File: config.mk
export PLATFORM = sky130hd
export DESIGN_NAME = core_top
export DESIGN_NICKNAME = d
export VERILOG_FILES = /design/src/verilog/core_pkg.sv /design/src/verilog/core_top.sv /design/src/verilog/core_exu.sv /design/src/verilog/core_idu.sv /design/src/verilog/core_ifu.sv /design/src/verilog/core_gpr.sv
export SDC_FILE = /design/constraint.sdc
export NUM_CORES = 2
export LEC_CHECK = 0
export BUFFER_PORTS_ARGS = -buffer_cell sky130_fd_sc_hd__buf_4
export CORE_MARGIN = 2
export CORE_UTILIZATION = 62
export CTS_CLUSTER_DIAMETER = 200
export DETAILED_ROUTE_END_ITERATION = 10
export PLACE_DENSITY = 0.79
export SLEW_MARGIN = 10
export SYNTH_ARGS = -nofsm -noshare
export SYNTH_HDL_FRONTEND = slang
export SYNTH_SLANG_ARGS = --single-unit
File: constraint.sdc
create_clock -name clk -period 15.6 [get_ports clk]
set_input_delay 2.34 -clock clk [delete_from_list [all_inputs] [get_ports clk]]
set_output_delay 2.34 -clock clk [all_outputs]
set_load 0.02 [all_outputs]
File: src/verilog/core_pkg.sv
// Core shared types
`default_nettype none

package core_pkg;

	typedef logic [31:0] word_t;
	typedef logic [4:0] reg_idx_t;
	typedef logic [6:0] opcode_t;

	// major opcodes of the supported subset
	localparam opcode_t OPC_LUI = 7'b0110111;
	localparam opcode_t OPC_AUIPC = 7'b0010111;
	localparam opcode_t OPC_JAL = 7'b1101111;
	localparam opcode_t OPC_JALR = 7'b1100111;
	localparam opcode_t OPC_BRANCH = 7'b1100011;
	localparam opcode_t OPC_OP_IMM = 7'b0010011;
	localparam opcode_t OPC_OP = 7'b0110011;

	typedef enum logic [2:0] {
		CLS_LUI,
		CLS_AUIPC,
		CLS_JAL,
		CLS_JALR,
		CLS_BRANCH,
		CLS_ALU_IMM,
		CLS_ALU_REG,
		CLS_UNSUPPORTED
	} op_class_e;

	typedef enum logic [3:0] {ADD, SUB, SLL, SLT, SLTU, XOR, SRL, SRA, OR, AND} alu_op_e;

	typedef enum logic [1:0] {FETCH_REQ, FETCH_WAIT_RETIRE, FETCH_RESET} fetch_state_e;

	typedef struct packed {
		word_t pc;
		word_t inst;
	} fetch_item_t;

	typedef struct packed {
		word_t pc;
		op_class_e op_class;
		alu_op_e alu_op;
		// branch condition select
		logic [2:0] funct3;
		word_t rs1_val;
		word_t rs2_val;
		word_t imm;
		reg_idx_t rd_idx;
		logic rd_we;
	} decoded_op_t;

	// commit record of one instruction
	typedef struct packed {
		word_t pc;
		reg_idx_t rd_idx;
		logic rd_we;
		word_t rd_data;
		word_t next_pc;
	} retire_t;

endpackage

`default_nettype wire
File: src/verilog/core_top.sv
// Core top level
`timescale 1ns/1ps
`default_nettype none

module core_top #(
	parameter core_pkg::word_t RESET_PC = '0
) (
	input logic clk,
	input logic reset,
	output logic fetch_addr_vld,
	output core_pkg::word_t fetch_addr,
	input logic fetch_inst_vld,
	input core_pkg::word_t fetch_inst,
	output logic retire_vld,
	output core_pkg::retire_t retire
);
	import core_pkg::*;

	logic item_vld;
	fetch_item_t item;
	reg_idx_t rs1_idx;
	reg_idx_t rs2_idx;
	word_t rs1_val;
	word_t rs2_val;
	logic op_vld;
	decoded_op_t op;

	core_ifu #(
		.RESET_PC(RESET_PC)
	) ifu_i (
		.clk(clk),
		.reset(reset),
		.fetch_addr_vld(fetch_addr_vld),
		.fetch_addr(fetch_addr),
		.fetch_inst_vld(fetch_inst_vld),
		.fetch_inst(fetch_inst),
		.retire_vld(retire_vld),
		.retire(retire),
		.item_vld(item_vld),
		.item(item)
	);

	core_idu idu_i (
		.clk(clk),
		.reset(reset),
		.item_vld(item_vld),
		.item(item),
		.rs1_idx(rs1_idx),
		.rs2_idx(rs2_idx),
		.rs1_val(rs1_val),
		.rs2_val(rs2_val),
		.op_vld(op_vld),
		.op(op)
	);

	core_exu exu_i (
		.clk(clk),
		.reset(reset),
		.op_vld(op_vld),
		.op(op),
		.retire_vld(retire_vld),
		.retire(retire)
	);

	core_gpr gpr_i (
		.clk(clk),
		.rs1_idx(rs1_idx),
		.rs2_idx(rs2_idx),
		.rs1_val(rs1_val),
		.rs2_val(rs2_val),
		.retire_vld(retire_vld),
		.retire(retire)
	);

endmodule

`default_nettype wire

File: src/verilog/core_exu.sv
// Execute unit
`timescale 1ns/1ps
`default_nettype none

module core_exu (
	input logic clk,
	input logic reset,
	input logic op_vld,
	input core_pkg::decoded_op_t op,
	output logic retire_vld,
	output core_pkg::retire_t retire
);
	import core_pkg::*;

	word_t alu_b;
	word_t alu_res;
	word_t pc_seq;
	word_t pc_rel;
	logic taken;
	retire_t rec;

	assign alu_b = (op.op_class == CLS_ALU_REG) ? op.rs2_val : op.imm;
	assign pc_seq = op.pc + 32'd4;
	assign pc_rel = op.pc + op.imm;

	always_comb begin
		case (op.alu_op)
			ADD: alu_res = op.rs1_val + alu_b;
			SUB: alu_res = op.rs1_val - alu_b;
			SLL: alu_res = op.rs1_val << alu_b[4:0];
			SLT: alu_res = {31'b0, $signed(op.rs1_val) < $signed(alu_b)};
			SLTU: alu_res = {31'b0, op.rs1_val < alu_b};
			XOR: alu_res = op.rs1_val ^ alu_b;
			SRL: alu_res = op.rs1_val >> alu_b[4:0];
			SRA: alu_res = $signed(op.rs1_val) >>> alu_b[4:0];
			OR: alu_res = op.rs1_val | alu_b;
			AND: alu_res = op.rs1_val & alu_b;
			default: alu_res = '0;
		endcase
	end

	always_comb begin
		case (op.funct3)
			3'b000: taken = (op.rs1_val == op.rs2_val);
			3'b001: taken = (op.rs1_val != op.rs2_val);
			3'b100: taken = ($signed(op.rs1_val) < $signed(op.rs2_val));
			3'b101: taken = ($signed(op.rs1_val) >= $signed(op.rs2_val));
			3'b110: taken = (op.rs1_val < op.rs2_val);
			default: taken = (op.rs1_val >= op.rs2_val);
		endcase
	end

	always_comb begin
		rec.pc = op.pc;
		rec.rd_idx = op.rd_idx;
		rec.rd_we = op.rd_we;
		rec.rd_data = alu_res;
		rec.next_pc = pc_seq;
		case (op.op_class)
			CLS_LUI: rec.rd_data = op.imm;
			CLS_AUIPC: rec.rd_data = pc_rel;
			CLS_JAL: begin
				rec.rd_data = pc_seq;
				rec.next_pc = {pc_rel[31:2], 2'b00};
			end
			CLS_JALR: begin
				// alu adds rs1 and imm for the target
				rec.rd_data = pc_seq;
				rec.next_pc = {alu_res[31:2], 2'b00};
			end
			CLS_BRANCH: begin
				rec.rd_data = '0;
				rec.next_pc = taken ? {pc_rel[31:2], 2'b00} : pc_seq;
			end
			CLS_UNSUPPORTED: rec.rd_data = '0;
			default: rec.rd_data = alu_res;
		endcase
	end

	always_ff @(posedge clk) begin
		if (reset) begin
			retire_vld <= 1'b0;
		end else begin
			retire_vld <= op_vld;
		end
	end

	always_ff @(posedge clk) begin
		if (op_vld) begin
			retire <= rec;
		end
	end

	// one instruction in flight across fetch, decode and execute
	assert property (@(posedge clk) disable iff (reset) retire_vld |=> !retire_vld);

endmodule

`default_nettype wire

File: src/verilog/core_idu.sv
// Instruction decode unit
`timescale 1ns/1ps
`default_nettype none

module core_idu (
	input logic clk,
	input logic reset,
	input logic item_vld,
	input core_pkg::fetch_item_t item,
	output core_pkg::reg_idx_t rs1_idx,
	output core_pkg::reg_idx_t rs2_idx,
	input core_pkg::word_t rs1_val,
	input core_pkg::word_t rs2_val,
	output logic op_vld,
	output core_pkg::decoded_op_t op
);
	import core_pkg::*;

	opcode_t opcode;
	logic [2:0] funct3;
	logic alt;
	word_t imm_i;
	word_t imm_u;
	word_t imm_j;
	word_t imm_b;
	alu_op_e alu_sel;
	decoded_op_t dec;

	assign opcode = item.inst[6:0];
	assign funct3 = item.inst[14:12];
	// funct7 bit 30 picks sub and sra
	assign alt = item.inst[30];
	assign rs1_idx = item.inst[19:15];
	assign rs2_idx = item.inst[24:20];

	assign imm_i = {{20{item.inst[31]}}, item.inst[31:20]};
	assign imm_u = {item.inst[31:12], 12'b0};
	assign imm_j = {{12{item.inst[31]}}, item.inst[19:12], item.inst[20], item.inst[30:21], 1'b0};
	assign imm_b = {{20{item.inst[31]}}, item.inst[7], item.inst[30:25], item.inst[11:8], 1'b0};

	always_comb begin
		case (funct3)
			3'b000: alu_sel = (alt && opcode == OPC_OP) ? SUB : ADD;
			3'b001: alu_sel = SLL;
			3'b010: alu_sel = SLT;
			3'b011: alu_sel = SLTU;
			3'b100: alu_sel = XOR;
			3'b101: alu_sel = alt ? SRA : SRL;
			3'b110: alu_sel = OR;
			default: alu_sel = AND;
		endcase
	end

	always_comb begin
		dec.pc = item.pc;
		dec.funct3 = funct3;
		dec.rs1_val = rs1_val;
		dec.rs2_val = rs2_val;
		dec.rd_idx = item.inst[11:7];
		dec.alu_op = ADD;
		dec.imm = imm_i;
		case (opcode)
			OPC_LUI: begin
				dec.op_class = CLS_LUI;
				dec.imm = imm_u;
			end
			OPC_AUIPC: begin
				dec.op_class = CLS_AUIPC;
				dec.imm = imm_u;
			end
			OPC_JAL: begin
				dec.op_class = CLS_JAL;
				dec.imm = imm_j;
			end
			OPC_JALR: dec.op_class = CLS_JALR;
			OPC_BRANCH: begin
				// funct3 010 and 011 are not branches
				dec.op_class = (funct3[2:1] == 2'b01) ? CLS_UNSUPPORTED : CLS_BRANCH;
				dec.imm = imm_b;
			end
			OPC_OP_IMM: begin
				dec.op_class = CLS_ALU_IMM;
				dec.alu_op = alu_sel;
			end
			OPC_OP: begin
				dec.op_class = CLS_ALU_REG;
				dec.alu_op = alu_sel;
			end
			default: dec.op_class = CLS_UNSUPPORTED;
		endcase
		dec.rd_we = (dec.op_class != CLS_BRANCH) && (dec.op_class != CLS_UNSUPPORTED);
	end

	always_ff @(posedge clk) begin
		if (reset) begin
			op_vld <= 1'b0;
		end else begin
			op_vld <= item_vld;
		end
	end

	// operands captured with the decode
	always_ff @(posedge clk) begin
		if (item_vld) begin
			op <= dec;
		end
	end

endmodule

`default_nettype wire

File: src/verilog/core_ifu.sv
// Instruction fetch unit
`timescale 1ns/1ps
`default_nettype none

module core_ifu #(
	parameter core_pkg::word_t RESET_PC = '0
) (
	input logic clk,
	input logic reset,
	output logic fetch_addr_vld,
	output core_pkg::word_t fetch_addr,
	input logic fetch_inst_vld,
	input core_pkg::word_t fetch_inst,
	input logic retire_vld,
	input core_pkg::retire_t retire,
	output logic item_vld,
	output core_pkg::fetch_item_t item
);
	import core_pkg::*;

	fetch_state_e state;
	word_t pc;

	// request held as a level while waiting on the bus
	assign fetch_addr_vld = (state == FETCH_REQ);
	assign fetch_addr = pc;

	always_ff @(posedge clk) begin
		if (reset) begin
			state <= FETCH_RESET;
			pc <= RESET_PC;
			item_vld <= 1'b0;
		end else begin
			item_vld <= 1'b0;
			case (state)
				FETCH_RESET: begin
					state <= FETCH_REQ;
				end
				FETCH_REQ: begin
					if (fetch_inst_vld) begin
						item_vld <= 1'b1;
						state <= FETCH_WAIT_RETIRE;
					end
				end
				FETCH_WAIT_RETIRE: begin
					// every retire redirects to its next_pc
					if (retire_vld) begin
						pc <= retire.next_pc;
						state <= FETCH_REQ;
					end
				end
				default: begin
					state <= FETCH_RESET;
				end
			endcase
		end
	end

	always_ff @(posedge clk) begin
		if (fetch_addr_vld && fetch_inst_vld) begin
			item <= '{pc: pc, inst: fetch_inst};
		end
	end

	// bus answers only an open request
	assert property (@(posedge clk) disable iff (reset) fetch_inst_vld |-> fetch_addr_vld);

	assert property (@(posedge clk) disable iff (reset) fetch_addr_vld |-> fetch_addr[1:0] == 2'b00);

endmodule

`default_nettype wire

File: src/verilog/core_gpr.sv
// General purpose register file
`timescale 1ns/1ps
`default_nettype none

module core_gpr (
	input logic clk,
	input core_pkg::reg_idx_t rs1_idx,
	input core_pkg::reg_idx_t rs2_idx,
	output core_pkg::word_t rs1_val,
	output core_pkg::word_t rs2_val,
	input logic retire_vld,
	input core_pkg::retire_t retire
);
	import core_pkg::*;

	// x0 has no storage
	word_t regs [1:31];

	always_ff @(posedge clk) begin
		if (retire_vld && retire.rd_we && retire.rd_idx != 5'd0) begin
			regs[retire.rd_idx] <= retire.rd_data;
		end
	end

	assign rs1_val = (rs1_idx == 5'd0) ? '0 : regs[rs1_idx];
	assign rs2_val = (rs2_idx == 5'd0) ? '0 : regs[rs2_idx];

endmodule

`default_nettype wire

-- Word level (Yosys, flattened, before mapping)
Memory sizes are Yosys's and may differ from the RTL's. A register that Yosys moved wholly into a read port is not among the register bits.
Index checks and enable logic that the tools add are counted.
- word-level logic and storage cells: 116
- RAM bits: 992
- output and inout bits: 136
- memories: 1
- flip-flop bits (word level): 283
- $lt $le $gt $ge: 6
- add/sub/neg operators: 4
- equal/unequal tests: 41
- mux-type cells: 18
- shift-type cells: 3
- reductions and logical operators: 20
- bitwise operators: 4
- memory list (memory ; depth ; width ; read ports ; clocked after Yosys merged registers in ; wr ports ; RTL line ; source):
    gpr_i.regs ; 31 ; 32 ; 2 ; 2 ; 1 ; core_gpr.sv:17 ; word_t regs [1:31];
- operators with widths (kind ; number):
    $pmux W32 S10 ; 1
    $lt A32 B32 Y1 ; 4
    $pmux W32 S4 ; 1
    $pmux W32 S3 ; 1
    $pmux W31 S3 ; 1
    $add A32 B32 Y32 ; 2
    $ge A32 B32 Y1 ; 2
    $mux W32 ; 2
    $add A32 B3 Y32 const B ; 1
    $and A32 B32 Y32 ; 1
    $eq A32 B32 Y1 ; 1
    $ne A32 B32 Y1 ; 1
    $or A32 B32 Y32 ; 1
    $shl A32 B5 Y32 ; 1
    $shr A32 B5 Y32 ; 1
    $sshr A32 B5 Y32 ; 1
    $sub A32 B32 Y32 ; 1
    $xor A32 B32 Y32 ; 1
    $pmux W4 S7 ; 1
    $eq A3 B3 Y1 const B ; 9
    $eq A7 B7 Y1 const B ; 3
    $pmux W3 S7 ; 1
    $eq A4 B3 Y1 const B ; 4
    $eq A7 B5 Y1 const B ; 2
    24 further kinds ; 52

-- Depth between registers and ports, before layout
- depth after elaboration: 5
- depth in mapped cells: 21
- mapped depth without buffers: 15

-- Hierarchy
Synthesis repeated with hierarchy kept, for this count alone.
- cells, all modules: 5507
- area total of the unflattened synthesis: 72289.3 um^2
- by module, submodules not included (module ; area an instance (um^2) ; sequential area each (um^2) ; instances ; cells each):
    core_gpr ; 46593.4 ; 29788.6 ; 1 ; 2739
    core_exu ; 17195.2 ; 3083.0 ; 1 ; 2296
    core_idu ; 5003.5 ; 4344.2 ; 1 ; 258
    core_ifu ; 3497.1 ; 2622.5 ; 1 ; 214

-- Least setup slack after synthesis
Ideal clock, no wire load.
- kind: register -> register
- start: register idu_i.op[109] (netlist name)
- end: register exu_i.retire[28] (netlist name)
- data arrival time: 4944 ps
- stages on the path, launching flop included: 21
- setup time: 279 ps
- path slack: 10378 ps
- path through: edfxtp_1 nand3b_2 buf_6 mux2_4 buf_6 buf_2 buf_2 buf_4 buf_2 ha_1 fa_1 a211oi_1 o21ai_0 a41o_1 a21oi_1 o22ai_1 a2111oi_0 or4_1 o21ai_1 a2111oi_2 o221ai_1

==> results.md <==
* Die Area at 0.117 mm^2
* Worst R2R Start: idu_i.op[109]
* WP data required at 16.07 ns
* Largest net degree at the start of global routing at 181
* Hold Vio Cnt, Final at 0
* Cts repair resizes at 0
* Worst path cell trace: buf_4 > nand3b_2 > buf_4 > mux2i_4 > buf_4 > inv_2 > ha_1 > a211oi_1 > o21ai_0 > a41o_1 > a21oi_1 > o22ai_1 > a2111oi_0 > or4_1 > o21ai_1 > a2111oi_2 > o221ai_1
* Post-layout net count at 5166
* Top_reg_cell synth: edfxtp_1
* Fillers at 7152
* Hpwl dp at 152 mm
* Initial antenna violation count at 11
* MaxCap Viol Count at 0
* Max incr delay on CP at 0.65 ns
* Drt pass-1 iters at 7
* Placed Instances at 6334
* GRT Overall Usage at 0.440
* Slowest CP cell: buf_4
* I/O pins at 171
* Min Tclk post-route at 6.86 ns
* First-pass GRT wire length at 363 mm
* Clk root buf: clkbuf_16
* Syn Area/Cell at 14.6 um^2
* Crit-path most repeated cell: buf_4
* Leakage Power at 0.0269 uW
* Hold Crit Depth at 0
* Core box area at 0.114 mm^2
* Worst vdd rail ir drop at 0.128 mV
* Final period utilization at 0.440
* Reg-to-reg slack, setup at 8.74 ns
* Post-CTS setup buffer count at 0
* Cell area power density at 102 mW/mm^2
* Placed Area at 0.0741 mm^2
* Starting Density at 0.623
* Vias in the first global route at 50200
* Post-route setup TNS at 0 ns
* Die Wd at 342 um
* Antenna viol nets, final at 0
* Tightest hold margin at 0.416 ns
* Fmax at 146 MHz
* CTS tree: built
* Post-synth top area share at 0.551
* Most common cell in the netlist: edfxtp_1
* Die Span Y at 342 um
* Initial DRC Count at 8240
* Wire per inst at 39.2 um
* Post-synth top cells: edfxtp_1, mux4_2, nor2_1
* Final WL at 258 mm
* Unique cell type count in the Yosys netlist at 99
* Crit. End Element: flip-flop
* IO buf count at 170
* Critical Path AT at 7.33 ns
* Final instance area at 0.0786 mm^2
* Seq cells post-synth at 1339
* Status: finished, final reports clean
* Share of cells above drive strength 1 at 0.230
* Sequential Area at 0.0398 mm^2
* GRT overflow at 0
* Final setup fails at 0
* Worst Path Max Fanout at 65
* RSZ-0062 raised after global routing: false
* Final Max Tran Viols at 0
* Bufs on Longest Clock Path at 3
* Non-Filler Instances at 6583
* Slew margin rel. at 0.0543
* YS warnings at 0
* CTS HTree Levels at 4
* Drc violations at 0
* Hold Crit Class: reg -> reg
* Synth Net Count at 5062
* Worst Setup SP: idu_i.op[109]
* Clock tree sinks at 1339
* Vias/cell at 7.72
* Worst-Skew Late Latency at 0.77 ns
* Most area-consuming cells after synthesis: edfxtp_1, mux4_2, mux2i_1, ha_1, a21oi_1
* Hold buffer count at CTS at 0
* Asr flop ratio synth at 0
* RR Endpoint: exu_i.retire[28]
* Critical path class: reg -> reg
* FF-to-FF path depth at 17
* Slew of the pin with the lowest slew margin at 1.41 ns
* Yosys top cell by area: edfxtp_1
* Gpl congestion at 1.08
* Area Growth Syn to Fin at 10.9%
* Worst setup path endpoint: exu_i.retire[28]
* TritonCTS Buffers at 137
* Worst-path clk slew at 0.06 ns
* Layout Skew at 0.0485 ns
* Cell Rows at 124
* Number of synthesized flops with an enable pin at 1302
* Multi-input gate area at 0.0295 mm^2
* Sequential fraction of the synthesis area at 0.562
* Syn Inst Count at 4857
* Startpoint types: flip-flop
* Mapped Area at 0.0709 mm^2
* Via count at 50800
[sequential cells by signal, indices dropped and copies added (netlist names)]
signal and flops:
gpr_i.regs 992, idu_i.op_vld 1, ifu_i.item_vld 1, ifu_i.item 64, exu_i.retire 102, exu_i.retire_vld 1
ifu_i.state 2, ifu_i.fetch_addr 32, idu_i.op 144
[worst min-delay path by stage]
stage                              start                to  slack, ns
after floorplan              idu_i.op[0]  exu_i.retire[64]       0.40
after global placement    ifu_i.item[40]     idu_i.op[120]       0.40
after detailed placement  ifu_i.item[50]     idu_i.op[130]       0.40
after CTS                 ifu_i.item[42]     idu_i.op[122]       0.42
after global routing      ifu_i.item[53]     idu_i.op[133]       0.42
final                     ifu_i.item[50]     idu_i.op[130]       0.42
[power by group]
part           total [uW]  switching (uW)  internal, uW  leakage, uW
Sequential           3980            39.3          3940       0.0121
Clock                3340            1450          1890      0.00217
Combinational         684             423           261       0.0127
Total                8010            1910          6090       0.0269
[through the flow]
step | util | power [uW] | setup WS [ns]
after floorplan | - | 4490 | 10.38
after global placement | 0.651 | 4700 | 8.99
after detailed placement | 0.651 | 4700 | 8.95
after CTS | 0.690 | 7980 | 8.91
after global routing | 0.690 | 8160 | 8.33
final | 0.690 | 8010 | 8.74
[final cells by class]
type,count,area share
Tap cell,1512,0.0241
Clock buffer,172,0.0469
Multi-Input combinational cell,3033,0.375
Antenna cell,4,0.000127
Timing Repair Buffer,298,0.0294
Sequential cell,1339,0.507
Inverter,152,0.00726
Clock inverter,73,0.0103
[critical path: cells and delay by family (launching register included)]
family,cells,cell delay [ns]
AO/OA/AOI/OAI,9,2.79
buffers and inverters,4,2.13
adder cells (fa/ha/maj),1,0.48
AND/OR/NAND/NOR,2,0.40
multiplexers,1,0.33
flip-flops,1,0.32
[layout by cell type, fill, tap and decap left out, types with 15 or more instances in the layout]
cell type,synthesis,layout
nand4_1,21,21
nand2_1,314,314
o31ai_1,20,20
a21o_1,54,54
nor3_1,51,49
clkinv_1,3,27
xnor2_1,43,43
mux4_2,562,562
xor2_1,25,25
clkbuf_16,0,143
o22ai_1,42,42
inv_1,146,146
nor2_1,347,314
a21oi_1,311,309
o211ai_1,45,45
and3_1,21,21
a211oi_1,50,50
o221ai_1,38,38
a221oi_1,33,33
dfxtp_1,37,35
nor2b_1,22,22
clkinv_2,0,18
and2_1,17,16
nor2_4,0,32
ha_1,168,168
or3_1,16,16
o21ai_1,15,15
nand2b_1,15,15
o21ai_0,163,163
nand3_1,43,43
edfxtp_1,1302,1302
a31oi_1,24,23
clkbuf_1,221,29
mux2_2,18,18
mux2i_1,271,271
buf_4,6,292
a22oi_1,33,33
[kinds of logic after synthesis]
family / share of synthesized area
buffers and inverters: 0.0270
multiplexers: 0.220
XOR/XNOR: 0.00840
AND/OR/NAND/NOR: 0.0598
flip-flops: 0.562
AO/OA/AOI/OAI: 0.0924
adder cells (fa/ha/maj): 0.0302
[metal layers]
layer,track usage,wire length [um]
met1,0.532,80600
met4,0.340,24500
met5,0,59
met3,0.117,33700
met2,0.681,119000
(Power assumes the default switching activity.)
